$ cat src/taint_params.svh
`ifndef TAINT_PARAMS_SVH
`define TAINT_PARAMS_SVH

// bus and datapath widths
`define TAINT_APB_AW     8
`define TAINT_APB_DW     32
`define TAINT_DATA_W     16
`define TAINT_MEM_DEPTH  16
`define TAINT_MEM_AW     4
`define TAINT_CNT_W      5

// register map, byte offsets
`define TAINT_ADDR_A             8'h00
`define TAINT_ADDR_A_TAINT       8'h04
`define TAINT_ADDR_B             8'h08
`define TAINT_ADDR_B_TAINT       8'h0C
`define TAINT_ADDR_CTRL          8'h10
`define TAINT_ADDR_MEMCFG        8'h14
`define TAINT_ADDR_RESULT        8'h18
`define TAINT_ADDR_RESULT_TAINT  8'h1C
`define TAINT_ADDR_HELD          8'h20
`define TAINT_ADDR_HELD_TAINT    8'h24
`define TAINT_ADDR_MEM_RD        8'h28
`define TAINT_ADDR_COUNT         8'h2C
`define TAINT_ADDR_STEP          8'h30
`define TAINT_ADDR_MEM_WRITE     8'h34

`endif

$ cat src/taint_pkg.sv
`default_nettype none

`include "taint_params.svh"

package taint_pkg;

    typedef logic [`TAINT_APB_AW-1:0]  apb_addr_t;
    typedef logic [`TAINT_APB_DW-1:0]  apb_data_t;
    typedef logic [`TAINT_DATA_W-1:0]  data_t;
    // one bit per data bit, set when it may depend on a secret
    typedef logic [`TAINT_DATA_W-1:0]  taint_t;
    typedef logic [`TAINT_MEM_AW-1:0]  mem_addr_t;
    typedef logic [`TAINT_CNT_W-1:0]   taint_cnt_t;

    typedef enum logic [2:0] {
        OP_AND = 3'd0,
        OP_OR  = 3'd1,
        OP_EQ  = 3'd2,
        OP_SHL = 3'd3,
        OP_SHR = 3'd4,
        OP_MUX = 3'd5,
        OP_ADD = 3'd6,
        OP_XOR = 3'd7
    } op_code_t;

    // read-only sources sit between RD_RESULT and RD_COUNT
    typedef enum logic [3:0] {
        RD_A, RD_AT, RD_B, RD_BT, RD_CTRL, RD_MEMCFG,
        RD_RESULT, RD_RESULT_T, RD_HELD, RD_HELD_T, RD_MEM_RD, RD_COUNT,
        RD_NONE
    } rd_sel_t;

endpackage

`default_nettype wire

$ cat src/taint_apb_readback.sv
`timescale 1ns/100ps
`default_nettype none

module taint_apb_readback (
    input  wire logic                   pos_clk,
    input  wire logic                   pos_arst,
    input  wire logic                   psel,
    input  wire logic                   penable,
    input  wire taint_pkg::rd_sel_t     rd_sel,
    input  wire logic                   addr_err,
    input  wire taint_pkg::data_t       a_val,
    input  wire taint_pkg::taint_t      a_taint,
    input  wire taint_pkg::data_t       b_val,
    input  wire taint_pkg::taint_t      b_taint,
    input  wire taint_pkg::op_code_t    op,
    input  wire logic                   sel,
    input  wire logic                   sel_taint,
    input  wire logic                   en,
    input  wire logic                   en_taint,
    input  wire taint_pkg::mem_addr_t   mem_addr,
    input  wire logic                   mem_addr_taint,
    input  wire taint_pkg::taint_t      wr_mask,
    input  wire taint_pkg::data_t       res_val,
    input  wire taint_pkg::taint_t      res_taint,
    input  wire taint_pkg::data_t       held_val,
    input  wire taint_pkg::taint_t      held_taint,
    input  wire taint_pkg::taint_t      mem_rd_taint,
    input  wire taint_pkg::taint_cnt_t  taint_count,
    output taint_pkg::apb_data_t        prdata,
    output logic                        pready,
    output logic                        pslverr
);
    import taint_pkg::*;

    apb_data_t rd_word;
    logic      setup_phase;

    assign setup_phase = psel & ~penable;

    // zero wait states
    assign pready = 1'b1;

    always_comb begin
        case (rd_sel)
            RD_A:        rd_word = apb_data_t'(a_val);
            RD_AT:       rd_word = apb_data_t'(a_taint);
            RD_B:        rd_word = apb_data_t'(b_val);
            RD_BT:       rd_word = apb_data_t'(b_taint);
            RD_CTRL:     rd_word = apb_data_t'({en_taint, en, sel_taint, sel, op});
            RD_MEMCFG:   rd_word = (apb_data_t'(wr_mask) << 16)
                                 | apb_data_t'({mem_addr_taint, mem_addr});
            RD_RESULT:   rd_word = apb_data_t'(res_val);
            RD_RESULT_T: rd_word = apb_data_t'(res_taint);
            RD_HELD:     rd_word = apb_data_t'(held_val);
            RD_HELD_T:   rd_word = apb_data_t'(held_taint);
            RD_MEM_RD:   rd_word = apb_data_t'(mem_rd_taint);
            RD_COUNT:    rd_word = apb_data_t'(taint_count);
            default:     rd_word = '0;
        endcase
    end

    // sample in setup so the access cycle sees a stable response
    always_ff @(posedge pos_clk or posedge pos_arst) begin
        if (pos_arst) begin
            prdata  <= '0;
            pslverr <= 1'b0;
        end else if (setup_phase) begin
            prdata  <= rd_word;
            pslverr <= addr_err;
        end else if (psel & penable) begin
            pslverr <= 1'b0;
        end
    end

endmodule

`default_nettype wire

$ cat src/taint_apb_regs.sv
`timescale 1ns/100ps
`default_nettype none

`include "taint_params.svh"

module taint_apb_regs (
    input  wire logic                 pos_clk,
    input  wire logic                 pos_arst,
    input  wire taint_pkg::apb_addr_t paddr,
    input  wire logic                 psel,
    input  wire logic                 penable,
    input  wire logic                 pwrite,
    input  wire taint_pkg::apb_data_t pwdata,
    output taint_pkg::data_t          a_val,
    output taint_pkg::taint_t         a_taint,
    output taint_pkg::data_t          b_val,
    output taint_pkg::taint_t         b_taint,
    output taint_pkg::op_code_t       op,
    output logic                      sel,
    output logic                      sel_taint,
    output logic                      en,
    output logic                      en_taint,
    output taint_pkg::mem_addr_t      mem_addr,
    output logic                      mem_addr_taint,
    output taint_pkg::taint_t         wr_mask,
    output logic                      step_pulse,
    output logic                      mem_wr_pulse,
    output taint_pkg::rd_sel_t        rd_sel,
    output logic                      addr_err
);
    import taint_pkg::*;

    rd_sel_t dec_sel;
    logic    mapped;
    logic    ro_hit;
    logic    wr_access;

    // address decode, shared by reads and writes
    always_comb begin
        dec_sel = RD_NONE;
        mapped  = 1'b1;
        case (paddr)
            `TAINT_ADDR_A:            dec_sel = RD_A;
            `TAINT_ADDR_A_TAINT:      dec_sel = RD_AT;
            `TAINT_ADDR_B:            dec_sel = RD_B;
            `TAINT_ADDR_B_TAINT:      dec_sel = RD_BT;
            `TAINT_ADDR_CTRL:         dec_sel = RD_CTRL;
            `TAINT_ADDR_MEMCFG:       dec_sel = RD_MEMCFG;
            `TAINT_ADDR_RESULT:       dec_sel = RD_RESULT;
            `TAINT_ADDR_RESULT_TAINT: dec_sel = RD_RESULT_T;
            `TAINT_ADDR_HELD:         dec_sel = RD_HELD;
            `TAINT_ADDR_HELD_TAINT:   dec_sel = RD_HELD_T;
            `TAINT_ADDR_MEM_RD:       dec_sel = RD_MEM_RD;
            `TAINT_ADDR_COUNT:        dec_sel = RD_COUNT;
            // write-only commands read back as zero
            `TAINT_ADDR_STEP,
            `TAINT_ADDR_MEM_WRITE:    dec_sel = RD_NONE;
            default:                  mapped  = 1'b0;
        endcase
    end

    assign ro_hit    = dec_sel inside {[RD_RESULT:RD_COUNT]};
    assign addr_err  = ~mapped | (pwrite & ro_hit);
    assign rd_sel    = pwrite ? RD_NONE : dec_sel;
    assign wr_access = psel & penable & pwrite & ~addr_err;

    // command strobes last exactly the access cycle
    assign step_pulse   = wr_access & (paddr == `TAINT_ADDR_STEP);
    assign mem_wr_pulse = wr_access & (paddr == `TAINT_ADDR_MEM_WRITE);

    always_ff @(posedge pos_clk or posedge pos_arst) begin
        if (pos_arst) begin
            a_val          <= '0;
            a_taint        <= '0;
            b_val          <= '0;
            b_taint        <= '0;
            op             <= OP_AND;
            sel            <= 1'b0;
            sel_taint      <= 1'b0;
            en             <= 1'b0;
            en_taint       <= 1'b0;
            mem_addr       <= '0;
            mem_addr_taint <= 1'b0;
            wr_mask        <= '0;
        end else if (wr_access) begin
            case (paddr)
                `TAINT_ADDR_A:       a_val   <= pwdata[`TAINT_DATA_W-1:0];
                `TAINT_ADDR_A_TAINT: a_taint <= pwdata[`TAINT_DATA_W-1:0];
                `TAINT_ADDR_B:       b_val   <= pwdata[`TAINT_DATA_W-1:0];
                `TAINT_ADDR_B_TAINT: b_taint <= pwdata[`TAINT_DATA_W-1:0];
                `TAINT_ADDR_CTRL: begin
                    op        <= op_code_t'(pwdata[2:0]);
                    sel       <= pwdata[3];
                    sel_taint <= pwdata[4];
                    en        <= pwdata[5];
                    en_taint  <= pwdata[6];
                end
                `TAINT_ADDR_MEMCFG: begin
                    mem_addr       <= pwdata[`TAINT_MEM_AW-1:0];
                    mem_addr_taint <= pwdata[4];
                    wr_mask        <= pwdata[31:16];
                end
                default: begin
                end
            endcase
        end
    end

endmodule

`default_nettype wire

$ cat src/taint_hold_reg.sv
`timescale 1ns/100ps
`default_nettype none

module taint_hold_reg (
    input  wire logic               pos_clk,
    input  wire logic               pos_arst,
    input  wire logic               step_pulse,
    input  wire logic               en,
    input  wire logic               en_taint,
    input  wire taint_pkg::data_t   d_val,
    input  wire taint_pkg::taint_t  d_taint,
    output taint_pkg::data_t        q_val,
    output taint_pkg::taint_t       q_taint
);
    import taint_pkg::*;

    // bits that would change if the enable went the other way
    taint_t en_leak;

    assign en_leak = en_taint ? taint_t'(d_val ^ q_val) : '0;

    always_ff @(posedge pos_clk or posedge pos_arst) begin
        if (pos_arst) begin
            q_val   <= '0;
            q_taint <= '0;
        end else if (step_pulse) begin
            if (en) begin
                q_val   <= d_val;
                q_taint <= d_taint | en_leak;
            end else begin
                // value holds, taint can only grow
                q_taint <= q_taint | en_leak;
            end
        end
    end

endmodule

`default_nettype wire

$ cat src/taint_op_unit.sv
`timescale 1ns/100ps
`default_nettype none

`include "taint_params.svh"

module taint_op_unit (
    input  wire taint_pkg::data_t     a_val,
    input  wire taint_pkg::taint_t    a_taint,
    input  wire taint_pkg::data_t     b_val,
    input  wire taint_pkg::taint_t    b_taint,
    input  wire taint_pkg::op_code_t  op,
    input  wire logic                 sel,
    input  wire logic                 sel_taint,
    output taint_pkg::data_t          res_val,
    output taint_pkg::taint_t         res_taint
);
    import taint_pkg::*;

    localparam int SHAMT_W = $clog2(`TAINT_DATA_W);

    logic [SHAMT_W-1:0] shamt;
    logic               any_taint;
    logic               b_tainted;
    taint_t             eq_mask;
    taint_t             mux_diff;

    assign shamt     = b_val[SHAMT_W-1:0];
    assign any_taint = |{a_taint, b_taint};
    assign b_tainted = |b_taint;

    // tainted bits of either side are left out of the compare
    assign eq_mask = ~(a_taint | b_taint);

    // a tainted select leaks every bit where the inputs differ
    assign mux_diff = sel_taint ? taint_t'(a_val ^ b_val) : '0;

    always_comb begin
        res_val   = '0;
        res_taint = '0;
        case (op)
            OP_AND: begin
                res_val   = a_val & b_val;
                res_taint = (a_taint & b_val) | (b_taint & a_val) | (a_taint & b_taint);
            end
            OP_OR: begin
                res_val   = a_val | b_val;
                res_taint = (a_taint & ~b_val) | (b_taint & ~a_val) | (a_taint & b_taint);
            end
            OP_EQ: begin
                res_val   = data_t'(a_val == b_val);
                res_taint = taint_t'(((a_val & eq_mask) == (b_val & eq_mask)) && any_taint);
            end
            OP_SHL: begin
                res_val   = a_val << shamt;
                res_taint = b_tainted ? '1 : (a_taint << shamt);
            end
            OP_SHR: begin
                res_val   = a_val >> shamt;
                res_taint = b_tainted ? '1 : (a_taint >> shamt);
            end
            OP_MUX: begin
                res_val   = sel ? b_val : a_val;
                res_taint = (sel ? b_taint : a_taint) | mux_diff;
            end
            // add and xor fall back to the coarse rule
            OP_ADD: begin
                res_val   = a_val + b_val;
                res_taint = any_taint ? '1 : '0;
            end
            OP_XOR: begin
                res_val   = a_val ^ b_val;
                res_taint = any_taint ? '1 : '0;
            end
            default: begin
                res_val   = '0;
                res_taint = '0;
            end
        endcase
    end

endmodule

`default_nettype wire

$ cat src/taint_shadow_mem.sv
`timescale 1ns/100ps
`default_nettype none

`include "taint_params.svh"

module taint_shadow_mem (
    input  wire logic                 pos_clk,
    input  wire logic                 pos_arst,
    input  wire logic                 mem_wr_pulse,
    input  wire taint_pkg::mem_addr_t mem_addr,
    input  wire logic                 mem_addr_taint,
    input  wire taint_pkg::taint_t    wr_mask,
    input  wire taint_pkg::taint_t    wr_taint,
    output taint_pkg::taint_t         rd_taint,
    output taint_pkg::taint_cnt_t     taint_count
);
    import taint_pkg::*;

    taint_t cells [`TAINT_MEM_DEPTH];
    taint_t cell_old;
    taint_t cell_new;

    assign cell_old = cells[mem_addr];

    // a tainted address may have hit any cell
    assign cell_new = (wr_taint & wr_mask) | {`TAINT_DATA_W{mem_addr_taint}};

    assign rd_taint = cells[mem_addr] | {`TAINT_DATA_W{mem_addr_taint}};

    always_ff @(posedge pos_clk or posedge pos_arst) begin
        if (pos_arst) begin
            for (int i = 0; i < `TAINT_MEM_DEPTH; i++) begin
                cells[i] <= '0;
            end
        end else if (mem_wr_pulse) begin
            cells[mem_addr] <= cell_new;
        end
    end

    // count of cells holding any taint
    always_ff @(posedge pos_clk or posedge pos_arst) begin
        if (pos_arst) begin
            taint_count <= '0;
        end else if (mem_wr_pulse) begin
            if ((cell_old == '0) && (cell_new != '0)) begin
                taint_count <= taint_count + 1'b1;
            end else if ((cell_old != '0) && (cell_new == '0)) begin
                taint_count <= taint_count - 1'b1;
            end
        end
    end

endmodule

`default_nettype wire

$ cat src/taint_top.sv
`timescale 1ns/100ps
`default_nettype none

module taint_top (
    input  wire logic                 pos_clk,
    input  wire logic                 pos_arst,
    input  wire taint_pkg::apb_addr_t paddr,
    input  wire logic                 psel,
    input  wire logic                 penable,
    input  wire logic                 pwrite,
    input  wire taint_pkg::apb_data_t pwdata,
    output taint_pkg::apb_data_t      prdata,
    output logic                      pready,
    output logic                      pslverr
);
    import taint_pkg::*;

    // register file outputs
    data_t      a_val;
    taint_t     a_taint;
    data_t      b_val;
    taint_t     b_taint;
    op_code_t   op;
    logic       sel;
    logic       sel_taint;
    logic       en;
    logic       en_taint;
    mem_addr_t  mem_addr;
    logic       mem_addr_taint;
    taint_t     wr_mask;
    logic       step_pulse;
    logic       mem_wr_pulse;
    rd_sel_t    rd_sel;
    logic       addr_err;

    // datapath results
    data_t      res_val;
    taint_t     res_taint;
    data_t      held_val;
    taint_t     held_taint;
    taint_t     mem_rd_taint;
    taint_cnt_t taint_count;

    taint_apb_regs u_regs (
        .pos_clk(pos_clk), .pos_arst(pos_arst),
        .paddr(paddr), .psel(psel), .penable(penable), .pwrite(pwrite), .pwdata(pwdata),
        .a_val(a_val), .a_taint(a_taint), .b_val(b_val), .b_taint(b_taint),
        .op(op), .sel(sel), .sel_taint(sel_taint), .en(en), .en_taint(en_taint),
        .mem_addr(mem_addr), .mem_addr_taint(mem_addr_taint), .wr_mask(wr_mask),
        .step_pulse(step_pulse), .mem_wr_pulse(mem_wr_pulse),
        .rd_sel(rd_sel), .addr_err(addr_err)
    );

    taint_op_unit u_op_unit (
        .a_val(a_val), .a_taint(a_taint), .b_val(b_val), .b_taint(b_taint),
        .op(op), .sel(sel), .sel_taint(sel_taint),
        .res_val(res_val), .res_taint(res_taint)
    );

    taint_hold_reg u_hold_reg (
        .pos_clk(pos_clk), .pos_arst(pos_arst), .step_pulse(step_pulse),
        .en(en), .en_taint(en_taint), .d_val(res_val), .d_taint(res_taint),
        .q_val(held_val), .q_taint(held_taint)
    );

    taint_shadow_mem u_shadow_mem (
        .pos_clk(pos_clk), .pos_arst(pos_arst), .mem_wr_pulse(mem_wr_pulse),
        .mem_addr(mem_addr), .mem_addr_taint(mem_addr_taint),
        .wr_mask(wr_mask), .wr_taint(res_taint),
        .rd_taint(mem_rd_taint), .taint_count(taint_count)
    );

    taint_apb_readback u_readback (
        .pos_clk(pos_clk), .pos_arst(pos_arst), .psel(psel), .penable(penable),
        .rd_sel(rd_sel), .addr_err(addr_err),
        .a_val(a_val), .a_taint(a_taint), .b_val(b_val), .b_taint(b_taint),
        .op(op), .sel(sel), .sel_taint(sel_taint), .en(en), .en_taint(en_taint),
        .mem_addr(mem_addr), .mem_addr_taint(mem_addr_taint), .wr_mask(wr_mask),
        .res_val(res_val), .res_taint(res_taint),
        .held_val(held_val), .held_taint(held_taint),
        .mem_rd_taint(mem_rd_taint), .taint_count(taint_count),
        .prdata(prdata), .pready(pready), .pslverr(pslverr)
    );

endmodule

`default_nettype wire
$ cat config.mk
export PLATFORM = sky130hd
export DESIGN_NAME = taint_top
export DESIGN_NICKNAME = d
export VERILOG_FILES = /design/src/taint_pkg.sv /design/src/taint_apb_readback.sv /design/src/taint_apb_regs.sv /design/src/taint_hold_reg.sv /design/src/taint_op_unit.sv /design/src/taint_shadow_mem.sv /design/src/taint_top.sv
export VERILOG_INCLUDE_DIRS = /design/src /design/src/src
export SDC_FILE = /design/constraint.sdc
export NUM_CORES = 1
export LEC_CHECK = 0
export ABC_AREA = 1
export BUFFER_PORTS_ARGS = -buffer_cell sky130_fd_sc_hd__buf_2
export CORE_MARGIN = 1.5
export CORE_UTILIZATION = 64
export DETAILED_ROUTE_END_ITERATION = 10
export HOLD_SLACK_MARGIN = 0.12
export PLACE_DENSITY = 0.82
export SLEW_MARGIN = 20
export SYNTH_ARGS = -nofsm -noshare
export SYNTH_HDL_FRONTEND = slang
export SYNTH_SLANG_ARGS = --single-unit
$ cat constraint.sdc
create_clock -name pos_clk -period 16.98 [get_ports pos_clk]
set_input_delay 3.396 -clock pos_clk [delete_from_list [all_inputs] [get_ports pos_clk]]
set_output_delay 3.396 -clock pos_clk [all_outputs]
set_load 0.01 [all_outputs]
==> impl_metrics.env <==
export IMPL_status="finished clean"
export IMPL_min_from="u_readback.prdata[9]"
export IMPL_dieHeight_um=203
export IMPL_cts_repair_timing_setup_buffer_count=0
export IMPL_slew_limit_headroom=0.211
export IMPL_cts_tree="done"
export IMPL_r2r_start="u_regs.b_val[0]"
export IMPL_ys_flop_type="dfrtp_1"
export IMPL_grt_pass1_wl_mm=157
export IMPL_core_um2=39600
export IMPL_drtIter0Drc=5040
export IMPL_r2r_slack_ns=12.01
export IMPL_endpoint_kind="flip-flop"
export IMPL_synthesis_area_um2=25700
export IMPL_antenna_found_initial=1
export IMPL_yosysSeqAreaShare=0.407
export IMPL_setup_ws_ns=11.15
export IMPL_rsz0062_at_grt="false"
export IMPL_synth_nets=3785
export IMPL_fmax_mhz=171
export IMPL_postLayoutCellArea_um2=27600
export IMPL_drive_above_1_share=0.0795
export IMPL_numCtsBuffers=43
export IMPL_critPathLaunchType="primary input"
export IMPL_cts_max_path_buffers=3
export IMPL_ir_drop_mv=0.0787
export IMPL_vias=27900
export IMPL_cts_sinks=418
export IMPL_r2r_cells=23
export IMPL_nets=3723
export IMPL_synth_edf_count=0
export IMPL_antennaDiodeCount=0
export IMPL_setup_violations_final=0
export IMPL_worst_slew_pin_slew_ns=1.18
export IMPL_num_rows=73
export IMPL_finalSetupTns_ns=0
export IMPL_crit_slowest_cell="nand3_1"
export IMPL_cts_clk_slew_worst_paths_ns=0.07
export IMPL_via_per_inst=6.64
export IMPL_track_usage=0.501
export IMPL_antenna_left=0
export IMPL_hpwl_mm=72.3
export IMPL_leakagePower_nw=13.8
export IMPL_synthArstFlopShare=1.00
export IMPL_syn_inst=3701
export IMPL_min_period_over_period=0.344
export IMPL_wl_per_cell_um=24.7
export IMPL_firstDrtPassIters=8
export IMPL_grt_pass1_vias=26700
export IMPL_path_max_fanout=26
export IMPL_drc=0
export IMPL_cp_top_family="simple AND/OR/NAND/NOR gates"
export IMPL_ios=79
export IMPL_routed_wirelength_mm=104
export IMPL_fill_cells=3169
export IMPL_die_width_um=203
export IMPL_ys_seq_elements=418
export IMPL_cts_hold_buf=0
export IMPL_hold_violations=0
export IMPL_cap_violations=0
export IMPL_finalCriticalPeriod_ns=5.83
export IMPL_required_ns=17.48
export IMPL_min_to="u_readback.prdata[9]"
export IMPL_skew_ns=0.0275
export IMPL_dp_cells=4118
export IMPL_root_buffer="clkbuf_16"
export IMPL_placed_cell_area_um2=26000
export IMPL_cts_resized=0
export IMPL_final_max_slew_viol_count=0
export IMPL_gp_congestion=1.10
export IMPL_gr_total_overflow=0
export IMPL_r2r_end="u_shadow_mem.taint_count[4]"
export IMPL_setup_worst_path_class="in2reg"
export IMPL_ys_types=49
export IMPL_die_area_um2=41300
export IMPL_layout_cells_non_filler=4198
export IMPL_htreeDepth=2
export IMPL_pre_cts_ws_ns=10.70
export IMPL_worst_path_largest_cell_delay_ns=0.74
export IMPL_crit_chain="buf_2, nor2_1, inv_2, nor3_2, inv_2, nor2_1, inv_1, nand3_2, nand2_2, inv_2, nand2_2, inv_4, nand3_1, inv_1, nand2_1, nand2_1"
export IMPL_grt_start_max_net_pins=207
export IMPL_cp_data_arrival_time_ns=6.34
export IMPL_hold_class="reg2reg"
export IMPL_hold_depth=2
export IMPL_powerDensity_nw_per_um2=74.5
export IMPL_syn_area_per_cell_um2=6.94
export IMPL_initial_core_util=0.648
export IMPL_power_mw=2.05
export IMPL_yosysWarnings=0
export IMPL_syn_to_final_growth_pct=7.31
export IMPL_clock_latency_ns=0.59
export IMPL_worst_path_most_repeated_cell="inv_2"
export IMPL_cp_num_buf_inv=7
export IMPL_io_buffer_count=77
==> Yosys cell counts, types with 10 or more instances <==
cell      instances  area, um2
nand2_1        1389       5210
dfrtp_1         418      10500
nand3_1         344       1720
o21ai_0         280       1400
nor2_1          225        845
inv_1           211        792
clkbuf_1        116        435
a22oi_1         110        826
o21ai_1         105        526
a21oi_1          89        445
buf_2            75        375
o22ai_1          46        288
ha_1             37        463
nand4_1          35        219
inv_2            25       93.8
or2_2            25        156
o211ai_1         18        135
mux2_2           17        191
o21a_1           12       90.1
buf_4            11       82.6
nor3_1           11       55.1
buf_1            10       37.5
nand3_4          10        175
nand3b_1         10       75.1
==> how the worst max path moves through the flow <==
stage / startpoint / to / slack (ns) / depth (start not counted)
3_5_place_dp: paddr[1] / u_shadow_mem.cells[44] / 10.70 / 16
4_1_cts: paddr[1] / u_shadow_mem.cells[44] / 11.25 / 16
2_1_floorplan: pos_arst / u_hold_reg.q_taint[0] / 1.95 / 1
3_3_place_gp: paddr[1] / u_hold_reg.q_val[3] / 10.80 / 12
5_1_grt: paddr[7] / u_shadow_mem.cells[64] / 10.97 / 16
6_report: paddr[1] / u_shadow_mem.cells[44] / 11.15 / 16
==> through the flow <==
stage | util | hold slack, ns
2_1_floorplan | - | 0.442
3_3_place_gp | 0.657 | 0.459
3_5_place_dp | 0.657 | 0.465
4_1_cts | 0.694 | 0.469
5_1_grt | 0.695 | 0.479
6_report | 0.695 | 0.480
==> cells by family (layout without fill, tap and decap cells) <==
logic type               count (synthesis)  after routing  synth area share
AO/OA/AOI/OAI                          687            687             0.153
XOR/XNOR                                 5              5           0.00171
adder cells (fa/ha/maj)                 39             39            0.0196
buffers and inverters                  455            427            0.0723
flip-flops                             418            418             0.407
multiplexers                            18             18           0.00785
other                                    1              1          0.000146
AND/OR/NAND/NOR                       2078           2078             0.338
==> layer usage <==
layer	vias to the layer above	track usage	wire length, um
li1	12000	-	-
met1	13000	0.597	35700
met2	2247	0.769	45200
met3	612	0.120	12400
met4	2	0.424	10400
met5	-	0	13
==> final cells by class <==
type,instances,area [um2],share of cell area
Multi-Input combinational cell,2828,13400,0.486
Sequential cell,418,10500,0.380
Clock buffer,60,1270,0.0461
Inverter,242,918,0.0333
Tap cell,525,657,0.0238
Timing Repair Buffer,106,636,0.0231
Clock inverter,19,230,0.00836
==> worst min-delay path: cells and delay by family (launching register included) <==
family	cells	cell delay, ns
flops	1	0.34
simple gates	2	0.10
==> state kept, by name (all words and copies together) (netlist names) <==
name,cells
u_regs.a_val,16
u_hold_reg.q_taint,16
u_regs.b_val,16
u_readback.prdata,32
u_regs.en,1
u_regs.mem_addr,4
u_regs.a_taint,16
u_regs.mem_addr_taint,1
u_regs.sel_taint,1
u_regs.en_taint,1
u_regs.op,3
u_regs.wr_mask,16
u_hold_reg.q_val,16
u_regs.sel,1
u_regs.b_taint,16
u_shadow_mem.cells,256
u_shadow_mem.taint_count,5
u_readback.pslverr,1
==> placed cells by master (no fill, tap or decap), drive strengths merged, types with 8 or more instances in the layout <==
master	n
nand2	1397
dfrtp	418
o21ai	385
nand3	356
inv	241
nor2	235
a22oi	110
buf	106
a21oi	89
clkbuf	60
o22ai	46
ha	37
nand4	35
or2	26
o211ai	18
mux2	17
nor3	15
clkinv	15
o21a	12
nand3b	10
a21boi	8
==> where the power goes <==
part | internal [mW] | total (mW) | switching [mW]
logic | 0.00844 | 0.0454 | 0.0370
clock network | 0.587 | 1.01 | 0.423
registers | 0.996 | 0.997 | 0.000931
total | 1.59 | 2.05 | 0.461
Power figures use the tool's default switching activity.
